File: config.mk
export PLATFORM = sky130hd
export DESIGN_NAME = rst_sequencer
export DESIGN_NICKNAME = d
export VERILOG_FILES = /design/src/soc_ctrl_pkg.sv /design/src/rst_sequencer.sv
export SDC_FILE = /design/constraint.sdc
export NUM_CORES = 1
export LEC_CHECK = 0
export BUFFER_PORTS_ARGS = -buffer_cell sky130_fd_sc_hd__buf_4
export CORE_MARGIN = 10
export CORE_UTILIZATION = 57
export DETAILED_ROUTE_END_ITERATION = 12
export PLACE_DENSITY = 0.82
export SLEW_MARGIN = 30
export SYNTH_ARGS = -nofsm -noshare
export SYNTH_HDL_FRONTEND = slang
export SYNTH_SLANG_ARGS = --single-unit
export TNS_END_PERCENT = 5
File: constraint.sdc
create_clock -name clk100mhz -period 2.66 [get_ports clk100mhz]
set_input_delay 0.532 -clock clk100mhz [delete_from_list [all_inputs] [get_ports clk100mhz]]
set_output_delay 0.532 -clock clk100mhz [all_outputs]
set_load 0.02 [all_outputs]
File: src/soc_ctrl_pkg.sv
////////////////////
// Reset request codes, device-table layout
////////////////////

package soc_ctrl_pkg;

	// Bit 0 is rst0, bit 1 is rst1
	typedef enum logic [1:0] {
		RST_NONE     = 2'b00,
		RST_POWEROFF = 2'b01,
		RST_WARM     = 2'b10,
		RST_COLD     = 2'b11
	} rst_code_e;

	localparam int RST0_BIT = 0;
	localparam int RST1_BIT = 1;

	localparam int RST_REG_WORD   = 0;            // Reset request register
	localparam int MAP_TABLE_WORD = 1;            // First map-size entry

endpackage

File: src/rst_sequencer.sv
`timescale 1ns/1ps
////////////////////
// Reset countdown, software requests
// and power-off latch
////////////////////

module rst_sequencer #(
	parameter int RST_CNT_W = 16
) (
	input  logic                    clk100mhz,
	input  logic                    rst_p,
	input  soc_ctrl_pkg::rst_code_e sw_rst_code_i,
	input  logic                    sw_rst_stb_i,
	output logic                    sys_rst_o
);
	import soc_ctrl_pkg::*;

	logic [RST_CNT_W-1:0] rst_cnt_q;
	logic                 pwr_off_q;
	logic                 rst0;
	logic                 rst1;
	logic                 sw_warm;
	logic                 sw_cold;
	logic                 sw_pwr_off;

	assign rst0 = sw_rst_stb_i && sw_rst_code_i[RST0_BIT];
	assign rst1 = sw_rst_stb_i && sw_rst_code_i[RST1_BIT];

	assign sw_cold    = rst0 && rst1;
	assign sw_warm    = !rst0 && rst1;
	assign sw_pwr_off = rst0 && !rst1;

	// No global set/reset here, so cold restarts like warm
	always_ff @(posedge clk100mhz) begin
		if (rst_p || sw_warm || sw_cold)
			rst_cnt_q <= '1;
		else if (rst_cnt_q != '0)
			rst_cnt_q <= rst_cnt_q - 1'b1;
	end

	always_ff @(posedge clk100mhz) begin
		if (rst_p)
			pwr_off_q <= 1'b0;
		else if (sw_pwr_off)
			pwr_off_q <= 1'b1;                // Held until board reset
	end

	assign sys_rst_o = pwr_off_q || (rst_cnt_q != '0);

	a_pwr_off_holds: assert property (@(posedge clk100mhz)
		pwr_off_q && !rst_p |=> pwr_off_q && sys_rst_o)
		else $error("power-off latch released without rst_p");

endmodule

# Word-level counts from Yosys, hierarchy flattened
# Cells that the tools add are included.
[word_totals]
ff_bits = 17
word_cells = 14
[classes]
n_addsub = 1
n_reduce_logical = 11
[ops]
columns = ["cell", "n"]
rows = [
  ["16-bit nonzero test", 1],
  ["16-bit by 1-bit subtractor with 16-bit output, second input constant", 1],
  ["1-bit logical AND", 5],
  ["1-bit logical OR", 3],
  ["1-bit zero test", 2],
]

# Logic depth before layout (Yosys ltp)
[depth]
ltp_word = 5
depth_mapped = 8
ltp_nobuf = 6

# Worst setup path before layout
# Ideal clock, no wire load.
[synth_path]
kind = "reg2out"
from = "register rst_cnt_q[0]"
to = "output port sys_rst_o"
t_arrival_ps = 1751
required_time_ps = 2128
path_slack_ps = 377
stages_incl_launch_ff = 7
n_path_buf = 1
path_cell_list = "dfxtp_1 -> inv_1 -> ha_1 -> clkbuf_1 -> or3b_2 -> nor4_4 -> nand2b_1"
[synth_between]
elab_chain_cells = 2
[synth_rtl]
columns = ["item", "line", "source"]
rows = [
  ["start, declared", "rst_sequencer.sv:18", "logic [RST_CNT_W-1:0] rst_cnt_q;"],
  ["start signal, assigned", "rst_sequencer.sv:38", "rst_cnt_q <= rst_cnt_q - 1'b1;"],
  ["16-bit nonzero test", "rst_sequencer.sv:48", "assign sys_rst_o = pwr_off_q || (rst_cnt_q != '0);"],
  ["1-bit logical OR", "rst_sequencer.sv:48", ""],
  ["end, declared", "rst_sequencer.sv:14", "output logic sys_rst_o"],
]
# Every way passes these cells.

# Worst setup path after layout
# Same ends and word-level chain as after synthesis.

==> metrics.txt <==
syn_nets 108; Seq cells post-synth 17; vias in the first global route 790; max-slew violations 0; pwr/cell area 439 nW/um2; Layout area overhead 8.85%; critical path startpoint rst_cnt_q[0]; Unique masters post-synth 36; Post-synth EDFFs 0; average cell area after synthesis 8.73 um2; kind of critical path reg -> out; clk_lat worst skew 0.29 ns; core footprint 1490 um2; DP Wirelength 1460 um; Max Clk Rate 0.406 GHz; crit path max fanout 10; maxcap violations 0; synth top area cells dfxtp_1 38%, o31ai_1 5.1%, or4_4 3.8%; remaining antenna violation count 0; Lkg Pwr 0.331 nW; H-tree Lvls 1; setup TNS 0 ns; CTS root buf clkbuf_4; Final Wtd Congestion 0.888; first-pass GRT wire length 3410 um; Post-CTS Setup Inserts 0; vias per cell 6.60; Top Ports 6; n_diodes 0; clk sinks 17; crit path buf inv count 2; critical path's slowest cell or3b_2; Final Critical Period 2.46 ns; Seq/Total Area, Yosys 0.382; fraction of layout cells with a size suffix above 1 0.155; PortBufs 5; wire per inst 15.6 um; Finish-stage setup viols 0; Reg-to-Reg Start rst_cnt_q[0]; kind of cell adding the most delay to the critical path simple AND/OR/NAND/NOR gates; Non-Filler Instances 126; clk buf depth 2; Design Area, Final 970 um2; Syn Inst Count 102; DRC 0; initial antenna violation count 0; worst path cell trace inv_1, ha_2, or3b_2, nor4_4, nand2b_1, buf_4; drt initial violations 17; ys flop type dfxtp_1; outcome completed; max incr delay on CP 0.51 ns; Pre-antenna DRT Iters 4; Post-Syn Area 891 um2; CTS tree yes; global route total overflow 0; TritonCTS Buffers 3; Worst Max-Slew Pin Slew 0.578 ns; Seq. cell area 340 um2; final hold slack 0.402 ns; total track usage 0.120; endpoint class of the critical path primary output; FFs w/ async S/R, synth 0; period utilization 0.925; HP Class in -> reg; largest net degree at the start of global routing 11; Yosys top cell by area dfxtp_1; Peak supply drop 0.307 mV; initial core utilization 0.598; RSZ-0062 raised after global routing no; fill count 115; DIE HEIGHT 59.5 um; drt total wl 1970 um; fin nets 117; via count 832; slew margin rel. 0.615; final hold vios 0; placed cell count 122; Worst-path clk slew 0.10 ns; Synth top area share 0.382; multi-input logic area 512 um2; CTS resizes 0; # rows 14; Die Span X 59.5 um; CP required 2.13 ns; cts hold-fix bufs 0; Synth warnings 0; hold wc startpoint rst_p; CP Launch Type register; full die area 3540 um2; Final Skew 0.00189 ns; CP Data Arrival Time 1.93 ns; placed standard-cell area 941 um2
-- worst paths after layout --
kind,endpoint,slack [ns],cells past startpoint
setup / recovery,sys_rst_o,0.20,6
hold / removal,pwr_off_q,0.40,2
setup reg to reg,rst_cnt_q[9],0.55,6
hold reg to reg,pwr_off_q,0.50,2
-- placed cells by master, fill, tap and decap left out, drive strengths merged, types with 4 or more instances in the layout --
master / Yosys / final
dfxtp: 17 / 17
nor2: 8 / 8
buf: 2 / 8
o21ai: 8 / 8
or4: 7 / 7
nand2: 6 / 6
o31ai: 6 / 6
nand3: 5 / 5
nor4: 5 / 5
a31oi: 4 / 4
clkbuf: 2 / 4
-- area by class of cell --
class | instances | area share
multi-input combinational | 78 | 0.528
timing repair buffer | 8 | 0.0619
tap | 16 | 0.0206
clock buffer | 4 | 0.0271
sequential | 17 | 0.351
inverter | 3 | 0.0116
-- state kept, by name, indices dropped and copies added (netlist names) --
register   flops
rst_cnt_q     16
pwr_off_q      1
-- per-stage QoR --
stage          setup WS (ns)  power, mW  utilization
3_5_place_dp           0.467      0.292        0.632
6_report               0.199      0.425        0.651
5_1_grt               0.0573      0.448        0.651
3_3_place_gp           0.520      0.291        0.632
4_1_cts                0.128      0.432        0.650
2_1_floorplan          0.377      0.281            -
-- Yosys cell counts (all sizes together), types with 2 or more instances --
cell and instances:
clkbuf 2, nand3 5, nand3b 2, inv 3, dfxtp 17, nor2 8, and4 2, nand2 6
nor4 5, o21ai 8, and2 2, a31oi 4, buf 2, or4 7, a21oi 3, nor3 3
o31ai 6, and3 2, nand2b 2
-- cell families (layout without fill, tap and decap cells) --
| kind of cell | Yosys count | after routing | synth area share |
|---|---|---|---|
| xor gates and xnor gates | 1 | 1 | 0.00983 |
| buffers and inverters | 7 | 15 | 0.0463 |
| muxes | 1 | 1 | 0.0112 |
| adders and majority gates | 1 | 1 | 0.0140 |
| and+or+nand+nor | 48 | 48 | 0.341 |
| AOI/OAI and AO/OA | 27 | 27 | 0.195 |
| DFF | 17 | 17 | 0.382 |
-- report_power, final --
part / leakage, nW / internal [mW] / switching (mW)
Combinational: 0.178 / 0.0123 / 0.0132
Sequential: 0.138 / 0.258 / 0.00327
Clock: 0.0150 / 0.0584 / 0.0805
-- layer usage --
layer	global-route usage	up-vias	part of all wire
li1	-	412	-
met1	0.139	394	0.42
met2	0.208	24	0.52
met3	0.0258	2	0.056
met4	0.0481	0	0.0066
met5	0	-	0
Power figures use the tool's default switching activity.
