--- config.mk ---
export PLATFORM = sky130hd
export DESIGN_NAME = devtbl_regs
export DESIGN_NICKNAME = d
export VERILOG_FILES = /design/src/soc_bus_pkg.sv /design/src/soc_ctrl_pkg.sv /design/src/devtbl_regs.sv
export SDC_FILE = /design/constraint.sdc
export NUM_CORES = 1
export LEC_CHECK = 0
export BUFFER_PORTS_ARGS = -buffer_cell sky130_fd_sc_hd__buf_2
export CAP_MARGIN = 5
export CORE_MARGIN = 3
export CORE_UTILIZATION = 22
export CTS_CLUSTER_SIZE = 10
export DETAILED_ROUTE_END_ITERATION = 10
export GPL_ROUTABILITY_DRIVEN = 0
export HOLD_SLACK_MARGIN = 0.08
export PLACE_DENSITY_LB_ADDON = 0.1
export SLEW_MARGIN = 20
export SYNTH_ARGS = -nofsm -noshare
export SYNTH_HDL_FRONTEND = slang
export SYNTH_SLANG_ARGS = --single-unit
--- constraint.sdc ---
create_clock -name clk100mhz -period 0.9 [get_ports clk100mhz]
set_clock_uncertainty 0.1 [all_clocks]
set_input_delay 0.135 -clock clk100mhz [delete_from_list [all_inputs] [get_ports clk100mhz]]
set_output_delay 0.135 -clock clk100mhz [all_outputs]
set_load 0.05 [all_outputs]
--- src/soc_bus_pkg.sv ---
////////////////////
// Bus widths, op codes, slave indices
// and the fixed slave map sizes
////////////////////

package soc_bus_pkg;

	localparam int DATA_W = 32;
	localparam int ADDR_W = 12;                    // Word address

	typedef logic [DATA_W-1:0]     data_t;
	typedef logic [ADDR_W-1:0]     addr_t;
	typedef logic [DATA_W/8-1:0]   sel_t;

	// Code 2'b11 is reserved and lands on the invalid device
	typedef enum logic [1:0] {
		OP_NONE  = 2'b00,
		OP_WRITE = 2'b01,
		OP_READ  = 2'b10
	} pi1_op_e;

	// Order matches the address map from word 0
	typedef enum logic [1:0] {
		SLV_DEVTBL  = 2'd0,
		SLV_GPIO    = 2'd1,
		SLV_RAM     = 2'd2,
		SLV_INVALID = 2'd3
	} slv_e;

	localparam int SLV_COUNT = 4;

	localparam int DEVTBL_WORDS  = 16;
	localparam int GPIO_WORDS    = 16;
	localparam int INVALID_WORDS = 16;           // Reported size only

endpackage

--- src/soc_ctrl_pkg.sv ---
////////////////////
// Reset request codes, device-table layout
////////////////////

package soc_ctrl_pkg;

	// Bit 0 is rst0, bit 1 is rst1
	typedef enum logic [1:0] {
		RST_NONE     = 2'b00,
		RST_POWEROFF = 2'b01,
		RST_WARM     = 2'b10,
		RST_COLD     = 2'b11
	} rst_code_e;

	localparam int RST0_BIT = 0;
	localparam int RST1_BIT = 1;

	localparam int RST_REG_WORD   = 0;            // Reset request register
	localparam int MAP_TABLE_WORD = 1;            // First map-size entry

endpackage

--- src/devtbl_regs.sv ---
`timescale 1ns/1ps
////////////////////
// Device table with reset request register
////////////////////

module devtbl_regs #(
	parameter int RAM_WORDS = 256
) (
	input  logic                    clk100mhz,
	input  logic                    sys_rst_i,
	input  logic                    cs_i,
	input  soc_bus_pkg::pi1_op_e    op_i,
	input  soc_bus_pkg::addr_t      offset_i,
	input  soc_bus_pkg::data_t      wdata_i,
	output soc_bus_pkg::data_t      rdata_o,
	output logic                    done_o,
	output soc_ctrl_pkg::rst_code_e rst_code_o,
	output logic                    rst_stb_o
);
	import soc_bus_pkg::*;
	import soc_ctrl_pkg::*;

	logic  rd_en;
	logic  wr_en;
	addr_t entry;
	data_t map_word;

	assign rd_en = cs_i && (op_i == OP_READ);
	assign wr_en = cs_i && (op_i == OP_WRITE);
	assign entry = offset_i - addr_t'(MAP_TABLE_WORD);

	always_comb begin
		map_word = '0;
		if (int'(offset_i) >= MAP_TABLE_WORD && int'(entry) < SLV_COUNT) begin
			case (slv_e'(entry[1:0]))
				SLV_DEVTBL:  map_word = DATA_W'(DEVTBL_WORDS);
				SLV_GPIO:    map_word = DATA_W'(GPIO_WORDS);
				SLV_RAM:     map_word = DATA_W'(RAM_WORDS);
				SLV_INVALID: map_word = DATA_W'(INVALID_WORDS);
			endcase
		end
	end

	always_ff @(posedge clk100mhz) begin
		if (sys_rst_i) begin
			done_o    <= 1'b0;
			rst_stb_o <= 1'b0;
		end else begin
			done_o    <= rd_en || wr_en;
			rst_stb_o <= wr_en && (offset_i == addr_t'(RST_REG_WORD));
		end
	end

	always_ff @(posedge clk100mhz) begin
		rdata_o    <= rd_en ? map_word : '0;
		rst_code_o <= rst_code_e'(wdata_i[1:0]);  // Qualified by rst_stb_o
	end

endmodule

# Word-level counts from Yosys, hierarchy flattened
# Index checks and enable logic that the tools add are counted.
[totals]
input_bits = 49
regBits = 36
output_inout_bits = 36
wordCells = 22
[op_classes]
n_reduce_logical = 9
mux = 1
n_lt_le_gt_ge = 2
add_sub_neg = 1
eq_ne = 5
[ops]
columns = ["cell", "n"]
rows = [
  ["one-hot mux 32 bit (2 select lines)", 1],
  ["greater-or-equal comparator 12 x 1 -> 1 bit (second input constant)", 1],
  ["logical NOT 12 bit", 1],
  ["less-than comparator 12 x 3 -> 1 bit (second input constant)", 1],
  ["subtractor 12 x 1 -> 12 bit (second input constant)", 1],
  ["equality test 2 bit (second input constant)", 3],
  ["equality test 2 x 1 -> 1 bit (second input constant)", 2],
  ["logical AND 1 bit", 4],
  ["OR reduction 3 bit", 1],
  ["logical NOT 2 bit", 1],
  ["AND reduction 2 bit", 1],
  ["logical OR 1 bit", 1],
]

# Logic depth before layout (Yosys ltp)
# Gate-level depths: netlist (run 1).
[logic_depth]
ltp_word = 4
depth_mapped = 3
depth_no_buf = 3

# Worst setup path before layout (run 1)
# OpenSTA, ideal clock, no wires.
[synth_path]
path_type = "input -> register"
start = "in offset_i[6]"
end = "reg rst_stb_o"
n_path_buf = 0
t_required_ns = 0.712
setup_slack_ns = -0.003
stages = 3
setup_time_ns = 0.088
arrival_time_ns = 0.715
cell_sequence = "nor4_2 nand3_1 nor4_2"
[synth_via]
elab_chain_cells = 2
[synth_lines]
columns = ["item", "line_no", "text"]
rows = [
  ["from (decl)", "devtbl_regs.sv:13", "input soc_bus_pkg::addr_t offset_i,"],
  ["logical NOT 12 bit", "devtbl_regs.sv:50", "rst_stb_o <= wr_en && (offset_i == addr_t'(RST_REG_WORD));"],
  ["logical AND 1 bit", "devtbl_regs.sv:50", ""],
  ["to (signal assigned)", "devtbl_regs.sv:50", ""],
  ["to (decl)", "devtbl_regs.sv:18", "output logic rst_stb_o"],
]
# No other way between the ends.
# A chain may end at the register's enable or synchronous reset.

# Worst setup path after layout (run 1)
[layout_path]
start = "reg done_o"
end = "out done_o"
[layout_lines]
columns = ["item", "line_no", "text"]
rows = [
  ["from (decl)", "devtbl_regs.sv:16", "output logic done_o,"],
  ["from (signal assigned)", "devtbl_regs.sv:49", "done_o <= rd_en || wr_en;"],
]
# No word-level cell between the ends.

==> run_results.csv, run 1 <==
group,metric,value,unit
layout,drive_gt1_share,43.2,%
run_status,violations,"negative setup slack",
layout,layout_common_cells,"conb_1 (30), buf_2 (18), dfxtp_2 (6)",
route,ant_nets,0,
power_and_ir_drop,clkPwrFrac,26.8,%
power_and_ir_drop,switching_share,46.6,%
run_status,status,"finished, violations left",
critical_path,crit_arrival,710,ps
placement,place_hpwl,703,um
die,dieHeight,51.3,um
power_and_ir_drop,p_int,483,uW
cts,cts_tree,"built",
power_and_ir_drop,p_switching,421,uW
logic_synthesis,netlist_area,452,um2
critical_path,slowest_delay,330,ps
critical_path,path_delay_family,"flip-flops",
placement,dp_cells,101,
global_routing,grt_pass1_vias,265,
cts,htree_levels,1,
route,drtPass1Iterations,4,
critical_path,required,660,ps
placement,io_buffers,24,
flow_run,max_cap_viol_count,0,
cts,hold_buffers,2,
critical_path,slowest_stage,"dfxtp_2",
cts,path_clk_slew,40,ps
critical_path,path_buf_inv,1,
timing,slew_viol_final,0,
die,row_count,15,
logic_synthesis,yosysUniqueCellTypes,15,
layout,fin_nets,132,
timing,setup_viol,6,
global_routing,gr-usage-all-layers,6.07,%
route,wire_per_inst,8.09,um
layout,finalNonFillerCells,106,
route,via_per_inst,3.19,
logic_synthesis,yosys_warnings,0,
route,vias,338,
power_and_ir_drop,vdd_drop_max,0.422,mV
cts,clk_path_buf_depth,2,
die,coreArea,1840,um2
critical_path,cp_cell_sequence,"buf_8",
power_and_ir_drop,p_seq_share,30.8,%
die,die_width,51.3,um
cts,cts_sinks,6,
global_routing,antenna_found_initial,0,
worst_hold_path,holdCritPathClass,"in -> reg",
route,drcViolationCount,0,
die,die_area,2630,um2
timing,period_needed,945,ps
timing,fin_crit_sh,105,%
power_and_ir_drop,leakagePower,0.303,nW
power_and_ir_drop,power.total,904,uW
global_routing,grt_first_pass_wirelength,1.06,mm
route,drt_wl_total,858,um
logic_synthesis,synth.area.top_cells,"buf_4 (50%), dfxtp_1 (27%), nor4_2 (5.5%), nand2b_1 (4.2%), nor3_1 (2.2%)",
critical_path,worst-path-max-fanout,1,
timing,setup_slack,-45.2,ps
layout,layout_commonest_cell,"conb_1",
timing,clock.fmax,1.06,GHz
route,drt_iter0_markers,2,
cts,cts_made_buffers,3,
logic_synthesis,yosysSeqAreaShare,26.6,%
die,boundaryPins,85,
cts,cts-root-buf,"clkbuf_4",
global_routing,grt_max_degree,4,
timing,finalHoldViolations,0,
critical_path,critical_path_class,"reg -> out",
logic_synthesis,avgSynthCellArea,8.52,um2
critical_path,critPathLaunchType,"flop",
layout,fill_cells,211,
power_and_ir_drop,p_per_area,1530,nW/um2
logic_synthesis,yosysTopAreaCell,"buf_4",
critical_path,endpoint_kind,"primary output",
die,start_util,24.6,%
logic_synthesis,syn_inst,53,
layout,syn_to_final_growth,30.5,%
logic_synthesis,yosysTopAreaCellShare,49.9,%
timing,grt_setup_unrepaired,"yes",
layout,antenna_cells,0,
power_and_ir_drop,pwr-share-comb,42.5,%
logic_synthesis,ys_seq_elements,6,
global_routing,grt.overflow.total,0,
[registers in the layout (all words and copies together), names as in the netlist]
register    flops
rst_code_o      2
rst_stb_o       1
done_o          1
rdata_o         2
[logic make-up (layout without fill, tap and decap cells)]
group / after synthesis / count (layout) / share of synthesized area (%)
AOI/OAI and AO/OA: 2 / 2 / 2.21
buffers and inverters: 30 / 29 / 49.9
DFF: 6 / 6 / 26.6
other: 1 / 30 / 0.830
and+or+nand+nor: 14 / 14 / 20.5
[worst paths after layout]
check,slack (ps),cells after the start,endpoint,start
max,-50,1,done_o,done_o$_SDFF_PP0_
min,70,3,rdata_o[8]$_SDFF_PN0_,offset_i[1]
[routing by layer]
layer | vias up | global-route usage, % | wire [um]
met2 | 31 | 8.37 | 417
met1 | 138 | 5.63 | 283
li1 | 167 | - | -
met3 | 2 | 4.96 | 146
met5 | - | 0 | 0
met4 | 0 | 5.24 | 11
[stage by stage]
| step | util [%] | cell area (um2) | TNS [ps] | hold slack, ps | worst slack (ps) |
|---|---|---|---|---|---|
| 2_1_floorplan | - | 561 | 0 | 62.7 | 3.19 |
| 3_3_place_gp | 26.5 | 487 | -462 | 140 | -171 |
| 3_5_place_dp | 26.5 | 487 | -469 | 141 | -170 |
| 4_1_cts | 31.6 | 582 | -301 | 61.2 | -53.7 |
| 5_1_grt | 32.0 | 589 | -451 | 73.8 | -81.2 |
| 6_report | 32.0 | 589 | -233 | 69.3 | -45.2 |
[power by group through the flow]
stage | clock network [mW] | registers (mW) | logic, mW
final | 0.242 | 0.278 | 0.384
after global routing | 0.284 | 0.278 | 0.399
after CTS | 0.258 | 0.277 | 0.379
after detailed placement | 0 | 0.279 | 0.365
after global placement | 0 | 0.279 | 0.365
after floorplan | 0 | 0.304 | 0.392
[Yosys cell counts]
| cell | instances |
|---|---|
| buf_4 | 30 |
| dfxtp_1 | 6 |
| nand2b_1 | 3 |
| nor3_1 | 2 |
| nor4_2 | 2 |
| a21oi_1 | 1 |
| conb_1 | 1 |
| nand2_1 | 1 |
| nand3_1 | 1 |
| nand4_1 | 1 |
| nor2_1 | 1 |
| nor2b_1 | 1 |
| nor3b_1 | 1 |
| o21ai_0 | 1 |
| or3_1 | 1 |
[layout make-up]
| type | instances | area (um2) | area share, % |
|---|---|---|---|
| Tap cell | 25 | 31.3 | 5.31 |
| Multi-Input combinational cell | 46 | 215 | 36.5 |
| Clock buffer | 3 | 22.5 | 3.82 |
| Sequential cell | 6 | 128 | 21.7 |
| Timing Repair Buffer | 26 | 193 | 32.7 |
[repair_timing]
| item | 4_1_cts | 5_1_grt |
|---|---|---|
| buffers inserted | 0 | 0 |
| endpoints found under the hold margin | 5 | 3 |
| gates resized for setup | 20 | 2 |
| endpoints found under the setup margin | 6 | 6 |
| pin swaps | 0 | 0 |
Note: power is estimated with default switching activity, not from simulation.
==> run 2: changes to the inputs <==
Settings changed: CORE_UTILIZATION 22 to 25, SETUP_SLACK_MARGIN set to 0.05.
Clock period 0.9 ns to 0.95 ns, I/O delays scaled along.
==> run 2 against run 1 <==
  * Via count up 4.1%
  * Final cell count shrank 0.94%
  * Critical path depth unchanged
  * Setup slack better by 41 ps
  * Clock-buffer cell count did not move
  * The run still ends with negative setup slack left
  * Flip-flop and latch count unchanged
==> run_results.csv, run 2 (synthesis results as in run 1) <==
group,metric,value,unit
die,dieHeight,48.5,um
cts,path_clk_slew,50,ps
critical_path,crit_arrival,710,ps
critical_path,critical_path_class,"reg -> out",
timing,slew_viol_final,0,
die,boundaryPins,85,
die,die_area,2350,um2
power_and_ir_drop,switching_share,47.0,%
layout,layout.area.seq,128,um2
global_routing,grt_pass1_vias,316,
layout,antenna_cells,0,
run_status,status,"finished, violations left",
timing,period_needed,954,ps
power_and_ir_drop,p_seq_share,30.3,%
flow_run,max_cap_viol_count,0,
route,drtPass1Iterations,2,
cts,cts_tree,"built",
critical_path,critPathLaunchType,"flop",
die,die_width,48.5,um
power_and_ir_drop,pwr-share-comb,42.7,%
power_and_ir_drop,vdd_drop_max,0.445,mV
route,drt_iter0_markers,4,
critical_path,slowest_delay,330,ps
cts,cts_sinks,6,
route,via_per_inst,3.35,
placement,io_buffers,24,
die,start_util,28.3,%
cts,cts_setup_buffers,0,
power_and_ir_drop,p_switching,408,uW
power_and_ir_drop,clkPwrFrac,26.9,%
timing,grt_setup_unrepaired,"yes",
timing,setup_slack,-3.70,ps
layout,syn_to_final_growth,36.3,%
critical_path,path_buf_inv,1,
power_and_ir_drop,leakagePower,0.315,nW
die,coreArea,1590,um2
layout,reg_top3,"rdata_o: 2 flops, rst_code_o: 2 flops",
timing,setup_viol,1,
cts,htree_levels,1,
timing,finalHoldViolations,0,
die,row_count,14,
cts,cts_made_buffers,3,
critical_path,worst-path-max-fanout,1,
cts,clk_path_buf_depth,2,
placement,place_hpwl,704,um
critical_path,endpoint_kind,"primary output",
layout,layout_commonest_cell,"conb_1",
layout,layout_common_cells,"conb_1 (30), buf_2 (18), dfxtp_2 (6)",
timing,clock.fmax,1.05,GHz
global_routing,gr-usage-all-layers,7.43,%
route,vias,352,
timing,whs,73.7,ps
timing,fin_crit_sh,100,%
route,wire_per_inst,8.32,um
global_routing,grt_max_degree,4,
critical_path,required,710,ps
run_status,violations,"negative setup slack",
route,drt_wl_total,874,um
route,ant_nets,0,
layout,multi_input_area,239,um2
layout,fin_nets,132,
route,drcViolationCount,0,
critical_path,cp_cell_sequence,"buf_8",
layout,fill_cells,174,
global_routing,grt_first_pass_wirelength,1.35,mm
power_and_ir_drop,p_per_area,1410,nW/um2
layout,drive_gt1_share,46.9,%
global_routing,antenna_found_initial,0,
power_and_ir_drop,p_int,461,uW
global_routing,grt.overflow.total,0,
cts,cts-root-buf,"clkbuf_4",
timing,tns,-3.70,ps
critical_path,slowest_stage,"dfxtp_2",
worst_hold_path,holdCritPathClass,"in -> reg",
critical_path,path_delay_family,"flip-flops",
-- run 2: repair_timing --
action	in CTS	in global routing
pin swaps	0	3
hold buffers	2	0
gates resized for setup	20	7
endpoints found under the setup margin	6	8
hold endpoints to repair	4	0
-- run 2: per-layer routing --
metal / track usage, % / part of all wire [%]
met1: 6.57 / 32
met2: 13.3 / 51
met3: 4.91 / 17
met4: 2.84 / 0.46
met5: 0 / 0
-- run 2: worst paths after layout --
check                              from  cells past startpoint                    end
hold / removal              offset_i[1]                      3  rdata_o[8]$_SDFF_PN0_
setup / recovery  rst_code_o[0]$_DFF_P_                      1          rst_code_o[0]
-- run 2: final cells by class --
class | count | share of cell area (%)
well taps | 24 | 4.88
flip-flops and latches | 6 | 20.7
multi-input cells | 46 | 38.8
clock buffers | 3 | 3.66
repair buffers | 26 | 31.9
-- run 2: metrics by stage --
stage               std cells  power (mW)  utilization [%]  area (um2)  setup WS [ps]
finish                    105       0.869             38.6         616          -3.70
global route              105       0.913             38.6         616          -42.7
CTS                       105       0.864             36.4         581          -2.57
detailed placement        100       0.610             30.5         485           -151
global placement          100       0.609             30.5         485           -140
floorplan                  82       0.659                -         561           45.7
-- run 2: power by group through the flow --
stage          Clock (mW)  Sequential, mW  Combinational, mW
2_1_floorplan           0           0.288              0.371
3_3_place_gp            0           0.265              0.344
3_5_place_dp            0           0.265              0.345
4_1_cts             0.240           0.263              0.361
5_1_grt             0.262           0.264              0.387
6_report            0.234           0.264              0.371
