--- src/soc_bus_pkg.sv ---
////////////////////
// Bus widths, op codes, slave indices
// and the fixed slave map sizes
////////////////////

package soc_bus_pkg;

	localparam int DATA_W = 32;
	localparam int ADDR_W = 12;                    // Word address

	typedef logic [DATA_W-1:0]     data_t;
	typedef logic [ADDR_W-1:0]     addr_t;
	typedef logic [DATA_W/8-1:0]   sel_t;

	// Code 2'b11 is reserved and lands on the invalid device
	typedef enum logic [1:0] {
		OP_NONE  = 2'b00,
		OP_WRITE = 2'b01,
		OP_READ  = 2'b10
	} pi1_op_e;

	// Order matches the address map from word 0
	typedef enum logic [1:0] {
		SLV_DEVTBL  = 2'd0,
		SLV_GPIO    = 2'd1,
		SLV_RAM     = 2'd2,
		SLV_INVALID = 2'd3
	} slv_e;

	localparam int SLV_COUNT = 4;

	localparam int DEVTBL_WORDS  = 16;
	localparam int GPIO_WORDS    = 16;
	localparam int INVALID_WORDS = 16;           // Reported size only

endpackage

--- src/gpio_port.sv ---
`timescale 1ns/1ps
////////////////////
// GPIO output register, synchronized input
////////////////////

module gpio_port #(
	parameter int GPIO_W = 16
) (
	input  logic                 clk100mhz,
	input  logic                 sys_rst_i,
	input  logic                 cs_i,
	input  soc_bus_pkg::pi1_op_e op_i,
	input  soc_bus_pkg::addr_t   offset_i,
	input  soc_bus_pkg::data_t   wdata_i,
	input  soc_bus_pkg::sel_t    sel_i,
	output soc_bus_pkg::data_t   rdata_o,
	output logic                 done_o,
	input  logic [GPIO_W-1:0]    gp_i,
	output logic [GPIO_W-1:0]    gp_o
);
	import soc_bus_pkg::*;

	localparam addr_t OUT_WORD = addr_t'(0);
	localparam addr_t IN_WORD  = addr_t'(1);

	logic              rd_en;
	logic              wr_en;
	logic [DATA_W-1:0] wmask;
	logic [GPIO_W-1:0] gp_meta_q;
	logic [GPIO_W-1:0] gp_sync_q;
	data_t             rd_word;

	assign rd_en = cs_i && (op_i == OP_READ);
	assign wr_en = cs_i && (op_i == OP_WRITE);

	always_comb begin
		for (int b = 0; b < DATA_W/8; b++)
			wmask[8*b +: 8] = {8{sel_i[b]}};
	end

	always_ff @(posedge clk100mhz) begin
		gp_meta_q <= gp_i;
		gp_sync_q <= gp_meta_q;
	end

	always_ff @(posedge clk100mhz) begin
		if (sys_rst_i)
			gp_o <= '0;
		else if (wr_en && offset_i == OUT_WORD)
			gp_o <= (gp_o & ~wmask[GPIO_W-1:0]) | (wdata_i[GPIO_W-1:0] & wmask[GPIO_W-1:0]);
	end

	always_comb begin
		case (offset_i)
			OUT_WORD: rd_word = DATA_W'(gp_o);
			IN_WORD:  rd_word = DATA_W'(gp_sync_q);
			default:  rd_word = '0;
		endcase
	end

	always_ff @(posedge clk100mhz) begin
		if (sys_rst_i)
			done_o <= 1'b0;
		else
			done_o <= rd_en || wr_en;
	end

	always_ff @(posedge clk100mhz)
		rdata_o <= rd_en ? rd_word : '0;

endmodule

--- config.mk ---
export PLATFORM = sky130hd
export DESIGN_NAME = gpio_port
export DESIGN_NICKNAME = d
export VERILOG_FILES = /design/src/soc_bus_pkg.sv /design/src/gpio_port.sv
export SDC_FILE = /design/constraint.sdc
export NUM_CORES = 1
export LEC_CHECK = 0
export ABC_CLOCK_PERIOD_IN_PS = 2000
export BUFFER_PORTS_ARGS = -buffer_cell sky130_fd_sc_hd__buf_2
export CAP_MARGIN = 20
export CORE_UTILIZATION = 44
export CTS_BUF_LIST = sky130_fd_sc_hd__clkbuf_4
export CTS_CLUSTER_SIZE = 30
export DETAILED_ROUTE_END_ITERATION = 10
export PLACE_DENSITY = 0.9
export SYNTH_ARGS = -nofsm -noshare
export SYNTH_HDL_FRONTEND = slang
export SYNTH_SLANG_ARGS = --single-unit
export TNS_END_PERCENT = 20
--- constraint.sdc ---
create_clock -name clk100mhz -period 2 [get_ports clk100mhz]
set_input_delay 0.1 -clock clk100mhz [delete_from_list [all_inputs] [get_ports clk100mhz]]
set_output_delay 0.1 -clock clk100mhz [all_outputs]
set_load 0.01 [all_outputs]
== After elaboration in Yosys (flattened, before gate mapping) ==
Index checks and enable logic that the tools add are counted.

* Eq/ne operators: 3
* Muxes and demuxes: 1
* Bitwise operators: 4
* Reductions and logical operators: 5

{| class="wikitable"
|+ Operators with widths
! kind !! number
|-
| AND 16 bit || 2
|-
| one-hot mux 16 bit (2 select lines) || 1
|-
| NOT 16 bit || 1
|-
| OR 16 bit || 1
|-
| equality test 12 x 1 -> 1 bit, second input constant || 1
|-
| logical NOT 12 bit || 1
|-
| logical AND 1 bit || 3
|-
| equality test 2 x 1 -> 1 bit, second input constant || 1
|-
| equality test 2 bit, second input constant || 1
|-
| logical OR 1 bit || 1
|}

* Register bits after elaboration: 81
* Output and inout port bits: 49
* Logic and storage cells: 18

== Depth between registers and ports, before layout ==
Gate-level depths: netlist of run 1.

* Depth after elaboration: 3
* Depth in mapped cells: 6
* Depth with buffers taken out: 4

== Worst setup path before layout of run 1 ==
OpenSTA, ideal clock, no wires.

* Kind: input port to flip-flop
* From: in offset_i[10]
* To: reg with a tool-made name
* Library setup time: 0.128 ns
* Arrival time: 1.538 ns
* Required time: 1.872 ns
* Setup slack: 0.335 ns
* Stages on the path: 4
* Buffers on the path: 0
* Cells stage by stage: or4b_4 -> nor4_4 -> mux2i_1 -> nor2_1

{| class="wikitable"
|+ RTL lines
! item !! line !! text
|-
| start: declaration || gpio_port.sv:13 || <nowiki>input soc_bus_pkg::addr_t offset_i,</nowiki>
|}

== Final worst setup path of run 1 ==
* From: in cs_i
* To: reg rdata_o[0]

* Longest elaborated chain between the ends: 1

{| class="wikitable"
|+ RTL lines
! item !! line !! text
|-
| start: declaration || gpio_port.sv:11 || <nowiki>input logic cs_i,</nowiki>
|-
| logical AND 1 bit || gpio_port.sv:33 || <nowiki>assign rd_en = cs_i && (op_i == OP_READ);</nowiki>
|-
| end signal: assignment || gpio_port.sv:69 || <nowiki>rdata_o <= rd_en ? rd_word : '0;</nowiki>
|-
| end: declaration || gpio_port.sv:16 || <nowiki>output soc_bus_pkg::data_t rdata_o,</nowiki>
|}

Every way passes these cells.
A chain may end at the register's enable or synchronous reset.

==> results of run 1 <==
-- logic make-up (layout without fill, tap and decap cells) --
group,count (synthesis),count (layout)
muxes,16,16
xor gates and xnor gates,1,1
buffers and inverters,22,136
DFF,65,65
and+or+nand+nor,28,28
AOI/OAI and AO/OA,16,16
other,1,16
-- layout make-up --
class	count	area (µm²)
fillers	313	1275
clock inverters	4	68.82
clock buffers	11	82.58
repair buffers	121	783.3
well taps	50	62.56
flip-flops and latches	65	1301
multi-input cells	77	570.5
-- cells in the mapped netlist --
cell / instances / share of area
a22o_1: 16 / 0.071
and2_1: 1 / 0.0032
buf_4: 18 / 0.069
clkbuf_1: 2 / 0.0038
clkbuf_2: 2 / 0.0051
conb_1: 1 / 0.0019
dfxtp_1: 65 / 0.66
mux2i_1: 16 / 0.081
nand2b_1: 1 / 0.0032
nor2_1: 16 / 0.031
nor2b_1: 1 / 0.0032
nor3b_1: 1 / 0.0038
nor4_1: 1 / 0.0032
nor4_4: 2 / 0.022
or4_4: 2 / 0.011
or4b_4: 1 / 0.0070
or4bb_4: 2 / 0.015
xnor2_1: 1 / 0.0045
-- stage by stage --
| stage | util | power, mW | instance area (µm²) |
|---|---|---|---|
| 3_3_place_gp | 0.5761 | 1.446 | 2387 |
| 6_report | 0.6923 | 2.413 | 2869 |
| 2_1_floorplan | - | 1.419 | 2024 |
| 5_1_grt | 0.6923 | 2.502 | 2869 |
| 4_1_cts | 0.6899 | 2.422 | 2859 |
| 3_5_place_dp | 0.5761 | 1.452 | 2387 |
-- worst max-delay path, cell delays in order --
cell           delay, ps
dlygate4sd3_1        520
buf_2                100
or4b_4               500
nor4_1               340
nor2b_1              170
buf_4                240
a22o_1               160
-- path summary, 6_finish.rpt --
check | startpoint | end | cells after the start
worst max-delay path | cs_i | rdata_o[0]$_SDFF_PN0_ | 7
worst min register to register | gp_meta_q[15]$_DFF_P_ | gp_sync_q[15]$_DFF_P_ | 0
worst max register to register | register | register | 2
worst min-delay path | wdata_i[7] | register | 3
-- per-layer routing --
layer / global-route usage / wire (µm) / vias up
li1: - / - / 729
met5: 0 / 0 / -
met3: 0.09211 / 275 / 4
met4: 0.08418 / 45 / 0
met2: 0.3507 / 2502 / 64
met1: 0.1833 / 1671 / 677
-- report_power, final --
part	internal, mW	total [mW]	switching [mW]
combinational	0.0854	0.137	0.0518
clock	0.524	0.938	0.414
sequential	1.33	1.34	0.00865
-- what timing repair did --
item / in CTS / in global routing
buffers inserted: 0 / 0
hold buffers: 32 / 1
endpoints found under the hold margin: 32 / 1
==> results.yml, run 1 <==
floorplanning:
  die-area_um2: 4744
  die_x_um: 68.88
  initial_core_util: 0.4749
  dieHeight_um: 68.88
  row_count: 23
  io_pins: 118
  core_area_um2: 4144
drt:
  drc: 0
  drt_iter0_markers: 62
  via_count: 1474
  drt_wl_total_um: 4494
  first_pass_iters: 4
  detail-route-antenna-nets: 0
  wire_per_inst_um: 13.70
  avgViaCountPerCell: 4.494
final_layout:
  fin_nets: 343
  drive_gt1_frac: 0.3921
  layout_common_cells: "buf_2, dfxtp_1, dlygate4sd3_1"
  antennaDiodeCount: 0
  instances_no_fill: 328
  syn2layout_area_growth_pct: 45.77
  final_common_cell: "buf_2"
timing:
  setup_tns_ps: 0
  setup_viol: 0
  finalHoldViolations: 0
  whs_ps: 21.83
  max_freq_mhz: 552.7
  rsz0062_at_grt: "false"
  period_share: 0.9047
  skew_ps: 14.27
  slew_viol_final: 0
  period_minus_slack_ps: 1809
  setup_ws_ps: 190.6
place:
  place.detailed.hpwl_um: 2666
  dp_slack_ps: 214.5
  place_congestion: 0.6599
  place_inst: 280
  port_buffers: 83
clocking:
  cts_root_buffer: "clkbuf_4"
  clockBufferDepth: 2
  post_cts_resized: 0
  tritoncts: "yes"
  cts_buffers: 9
  clk_latency_ps: 390
  clkTransAtPathRegs_ps: 90
  htreeDepth: 3
  cts_sinks: 65
logic_synthesis:
  synthSimpleGateAreaFrac: 0.1024
  synth_adder_area_share: 0
  synth_xor_area_frac: 0.004450
  synth_warnings: 0
  synth.avg_cell_area_um2: 13.21
  synth_compound_area_frac: 0.07120
  syn_inst: 149
  synth_top_family_by_area: "simple AND/OR/NAND/NOR gates"
  synth_cell_types: 18
  synthesis.area_um2: 1968
  ys_seq_area_frac: 0.6612
  synth_seq_cells: 65
  muxShareOfSynthArea: 0.08137
global_route:
  grt_start_max_net_pins: 18
  grt_pass1_vias: 1384
  antenna_found_initial: 0
  grt.overflow.total: 0
  grt_usage: 0.1934
  grt_pass1_wl_um: 6113
pwr:
  peakVddDrop_uv: 727.6
  p_leak_nw: 1.370
  power_density_nw_per_um2: 840.9
worst_setup_path:
  crit_path_end_kind: "register"
  worstSetupPathType: "in -> reg"
  crit_fanout: 16
  rrSetupSlack_ps: 1320
  cp_data_arrival_time_ps: 2140
  critical_path.startpoint_type: "input pin"
  worstPathRequired_ps: 2330
hold_path:
  hold_class: "in -> reg"
run_status:
  outcome: "complete, no violations"
run:
  drv_cap: 0
No activity file was read; power rests on OpenSTA's default activity.
==> run 2: changes to the inputs <==
--- a/config.mk
+++ b/config.mk
@@ -8,11 +8,11 @@
 export ABC_CLOCK_PERIOD_IN_PS = 2000
 export BUFFER_PORTS_ARGS = -buffer_cell sky130_fd_sc_hd__buf_2
 export CAP_MARGIN = 20
-export CORE_UTILIZATION = 44
+export CORE_UTILIZATION = 35
 export CTS_BUF_LIST = sky130_fd_sc_hd__clkbuf_4
 export CTS_CLUSTER_SIZE = 30
 export DETAILED_ROUTE_END_ITERATION = 10
-export PLACE_DENSITY = 0.9
+export PLACE_DENSITY = 0.76
 export SYNTH_ARGS = -nofsm -noshare
 export SYNTH_HDL_FRONTEND = slang
 export SYNTH_SLANG_ARGS = --single-unit
==> run 2 against run 1 <==
Net effect: fmax increased by 1.3%; total power decreased by 5.0%; wire length decreased by 0.27%; first-iteration DRC count decreased by 45%; sequential power about the same; cell count increased by 6.4%; clock skew increased by 1.0 ps; design area increased by 0.83%; sequential share of layout area decreased by 0.37 points; critical path type unchanged; largest cell class unchanged.
==> results.yml, run 2 (synthesis results as in run 1) <==
final_layout:
  final_area_um2: 2893
  drive_gt1_frac: 0.3943
  layout_common_cells: "buf_2, dfxtp_1, dlygate4sd3_1"
  final_common_cell: "buf_2"
  fin_nets: 344
  antennaDiodeCount: 0
  syn2layout_area_growth_pct: 46.98
clocking:
  htreeDepth: 3
  tritoncts: "yes"
  post-cts-setup-buffers: 0
  clk_latency_ps: 400
  cts_buffers: 9
  clockBufferDepth: 2
  clkTransAtPathRegs_ps: 110
  cts_sinks: 65
  cts_root_buffer: "clkbuf_4"
pwr:
  p_leak_nw: 1.362
  peakVddDrop_uv: 388.9
  power_density_nw_per_um2: 792.6
timing:
  max_freq_mhz: 559.9
  whs_ps: 97.52
  slew_viol_final: 0
  skew_ps: 15.28
  setup_viol: 0
  setup_ws_ps: 213.8
  period_share: 0.8931
  setup_tns_ps: 0
  finalHoldViolations: 0
  rsz0062_at_grt: "false"
  period_minus_slack_ps: 1786
drt:
  via_count: 1506
  wirelength_met1_um: 1675
  wire_per_inst_um: 12.84
  met2_length_um: 2383
  drt_iter0_markers: 34
  routed.top_layer: "met4"
  avgViaCountPerCell: 4.315
  wl_met3_um: 282
  drc: 0
  detail-route-antenna-nets: 0
  first_pass_iters: 4
  drt_wl_total_um: 4482
worst_setup_path:
  cp_data_arrival_time_ps: 2120
  slowest_stage: "dlygate4sd3_1"
  cp_cell_sequence: "dlygate4sd3_1, buf_2, or4b_4, nor4_1, and2_1, buf_12, a22o_1"
  worstSetupPathType: "in -> reg"
  crit_fanout: 16
  critical_path.startpoint_type: "input pin"
  worstPathRequired_ps: 2330
  slowest_delay_ps: 520
  crit_path_end_kind: "register"
  cpLargestDelayFamily: "simple AND/OR/NAND/NOR gates"
  worst-path-buf-inv: 3
floorplanning:
  dieHeight_um: 76.99
  die-area_um2: 5927
  die_x_um: 76.99
  initial_core_util: 0.3735
  core_area_um2: 5270
  io_pins: 118
  row_count: 26
global_route:
  grt_usage: 0.1612
  grt_pass1_vias: 1541
  grt_pass1_wl_um: 7010
  antenna_found_initial: 0
  grt_start_max_net_pins: 18
  grt.overflow.total: 0
place:
  placedInstanceArea_um2: 2425
  place_congestion: 0.7249
  place.detailed.hpwl_um: 2830
  dp_slack_ps: 256.5
  port_buffers: 83
run:
  drv_cap: 0
run_status:
  outcome: "complete, no violations"
hold_path:
  hold_class: "in -> reg"
-- run 2: changes by cell type in the layout (fill, tap and decap cells not counted), sizes merged --
cell         previous run  this run
dlygate4sd3            33        34
clkinv                  2         3
clkbuf                 11         9
bufinv                  2         1
clkinvlp                0         2
-- run 2: metal layers --
metal / vias to the layer above / GRT usage
met2: 67 / 0.2821
met4: 0 / 0.1170
li1: 737 / -
met5: - / 0
met1: 689 / 0.1582
met3: 13 / 0.05357
-- run 2: through the flow --
| stage | instances | total power [mW] | util |
|---|---|---|---|
| after global placement | 300 | 1.448 | 0.4601 |
| final | 349 | 2.293 | 0.5489 |
| after global routing | 349 | 2.413 | 0.5489 |
| after CTS | 349 | 2.312 | 0.5489 |
| after detailed placement | 300 | 1.453 | 0.4601 |
| after floorplan | 164 | 1.419 | - |
-- run 2: final cells by class --
type                       count  area [µm²]
fill                         492        2377
sequential                    65        1301
timing repair buffer         122       805.8
multi-input combinational     77       570.5
tap                           70       87.58
clock buffer                   9       67.56
clock inverter                 6       60.06
-- run 2: worst reg2reg max path, delay by kind of cell, from the launching register on --
family           cells  cell delay [ps]
muxes                1              150
and+or+nand+nor      1               50
DFF                  1              350
-- run 2: worst paths after layout --
check	start	to	slack (ps)	depth (start not counted)
max reg2reg	register	register	1340	2
min	sys_rst_i	register	100	2
min reg2reg	gp_meta_q[7]$_DFF_P_	gp_sync_q[7]$_DFF_P_	340	0
max	cs_i	rdata_o[14]$_SDFF_PN0_	210	7
-- run 2: timing repair --
item / CTS / global route
resized for setup: 0 / 0
hold buffers: 34 / 0
endpoints found under the hold margin: 33 / 0
-- run 2: power breakdown --
group          leakage (nW)  switching (mW)  internal (mW)
Clock                0.0676           0.449          0.368
Combinational         0.759          0.0525         0.0866
Sequential            0.536         0.00831           1.33
Total                  1.36           0.510           1.78
==> run 3: changes to the inputs <==
--- a/config.mk
+++ b/config.mk
@@ -5,7 +5,7 @@
 export SDC_FILE = /design/constraint.sdc
 export NUM_CORES = 1
 export LEC_CHECK = 0
-export ABC_CLOCK_PERIOD_IN_PS = 2000
+export ABC_CLOCK_PERIOD_IN_PS = 2300
 export BUFFER_PORTS_ARGS = -buffer_cell sky130_fd_sc_hd__buf_2
 export CAP_MARGIN = 20
 export CORE_UTILIZATION = 35
==> constraint.sdc (replaced) <==
create_clock -name clk100mhz -period 2.3 [get_ports clk100mhz]
set_input_delay 0.115 -clock clk100mhz [delete_from_list [all_inputs] [get_ports clk100mhz]]
set_output_delay 0.115 -clock clk100mhz [all_outputs]
set_load 0.01 [all_outputs]
==> run 3 against run 2 <==
Net effect: worst setup slack gained 210 ps; die area stayed put; wire length fell by 4.8%; sequential power fell by 13%; register-to-register slack improved by 300 ps; clock-buffer cell count up 1; design area decreased by 0.82%.
==> results.yml, run 3 (synthesis results as in run 1) <==
clocking:
  post_cts_resized: 0
  cts_sinks: 65
  cts_root_buffer: "clkbuf_4"
  clkTransAtPathRegs_ps: 90
  htreeDepth: 3
  tritoncts: "yes"
  clk_latency_ps: 390
  post-cts-setup-buffers: 0
  cts_buffers: 9
  clockBufferDepth: 2
floorplanning:
  row_count: 26
  io_pins: 118
  die-area_um2: 5927
  die_x_um: 76.99
  dieHeight_um: 76.99
  initial_core_util: 0.3735
  core_area_um2: 5270
final_layout:
  syn2layout_area_growth_pct: 45.77
  fin_nets: 342
  antennaDiodeCount: 0
  drive_gt1_frac: 0.3921
  layout_common_cells: "buf_2, dfxtp_1, dlygate4sd3_1"
  final_common_cell: "buf_2"
  instances_no_fill: 348
  post-route-util: 0.5444
global_route:
  grt_pass1_vias: 1495
  grt.overflow.total: 0
  grt_pass1_wl_um: 6879
  antenna_found_initial: 0
  grt_start_max_net_pins: 18
  grt_usage: 0.1578
worst_setup_path:
  crit_path_end_kind: "register"
  cp_data_arrival_time_ps: 2200
  critical_path.startpoint_type: "input pin"
  worstPathRequired_ps: 2620
  critPathLaunch: "cs_i"
  crit_fanout: 16
  worstSetupPathType: "in -> reg"
timing:
  skew_ps: 18.06
  setup_ws_ps: 419.5
  slew_viol_final: 0
  max_freq_mhz: 531.8
  period_share: 0.8176
  rsz0062_at_grt: "false"
  setup_viol: 0
  setup_tns_ps: 0
  period_minus_slack_ps: 1881
  finalHoldViolations: 0
  whs_ps: 44.38
run_status:
  outcome: "complete, no violations"
place:
  place.detailed.hpwl_um: 2657
  port_buffers: 83
  place_congestion: 0.7265
  dp_slack_ps: 476.6
  place_inst: 299
drt:
  avgViaCountPerCell: 4.250
  drc: 0
  via_count: 1479
  routed.top_layer: "met4"
  met2_length_um: 2219
  drt_iter0_markers: 18
  drt_wl_total_um: 4269
  wl_met3_um: 260
  detail-route-antenna-nets: 0
  wire_per_inst_um: 12.27
  first_pass_iters: 3
  wirelength_met1_um: 1732
run:
  drv_cap: 0
pwr:
  p_int_mw: 1.566
  swShare: 0.2159
  seqPwrFrac: 0.582
  switchingPower_mw: 0.4311
  power_frac_clock: 0.359
  comb_power_share: 0.059
  p_leak_nw: 1.350
  power_density_nw_per_um2: 696.1
  peakVddDrop_uv: 460.2
hold_path:
  hold_class: "in -> reg"
  hp-start: "op_i[0]"
[run 3: power groups by stage]
stage	combinational [mW]	sequential, mW	clock, mW
floorplan	0.0468	1.19	0
global placement	0.0716	1.19	0
CTS	0.116	1.16	0.742
global route	0.128	1.17	0.806
finish	0.117	1.16	0.718
detailed placement	0.0728	1.19	0
[run 3: timing repair]
item,in CTS,in global routing
hold buffers,33,0
hold endpoints to repair,33,0
setup endpoints to repair,0,0
[run 3: worst paths after layout]
kind	end	slack, ps	cells past startpoint
max	rdata_o[13]$_SDFF_PN0_	420	7
min	done_o$_SDFF_PP0_	40	3
max reg2reg	register	1640	2
min reg2reg	gp_sync_q[3]$_DFF_P_	330	0
[run 3: per-stage QoR]
stage	power [mW]	area [µm²]
finish	1.997	2869
global route	2.100	2869
CTS	2.020	2869
detailed placement	1.262	2405
global placement	1.259	2405
floorplan	1.234	2024
[run 3: final cells by class]
class	count	area, µm²
multi-input cells	77	570.5
well taps	70	87.58
flip-flops and latches	65	1301
fillers	477	2401
clock buffers	10	75.07
clock inverters	6	58.81
repair buffers	120	775.7
[run 3: metal layers]
layer  vias up  track usage
met1       682       0.1550
met2        57       0.2866
met3         6      0.06786
met5         -            0
met4         0      0.06792
li1        734            -
[run 3: critical path, stage by stage]
cell,delay (ps)
dlygate4sd3_1,520
buf_2,100
or4b_4,500
nor4_1,380
and2_1,170
buf_4,240
a22o_1,180
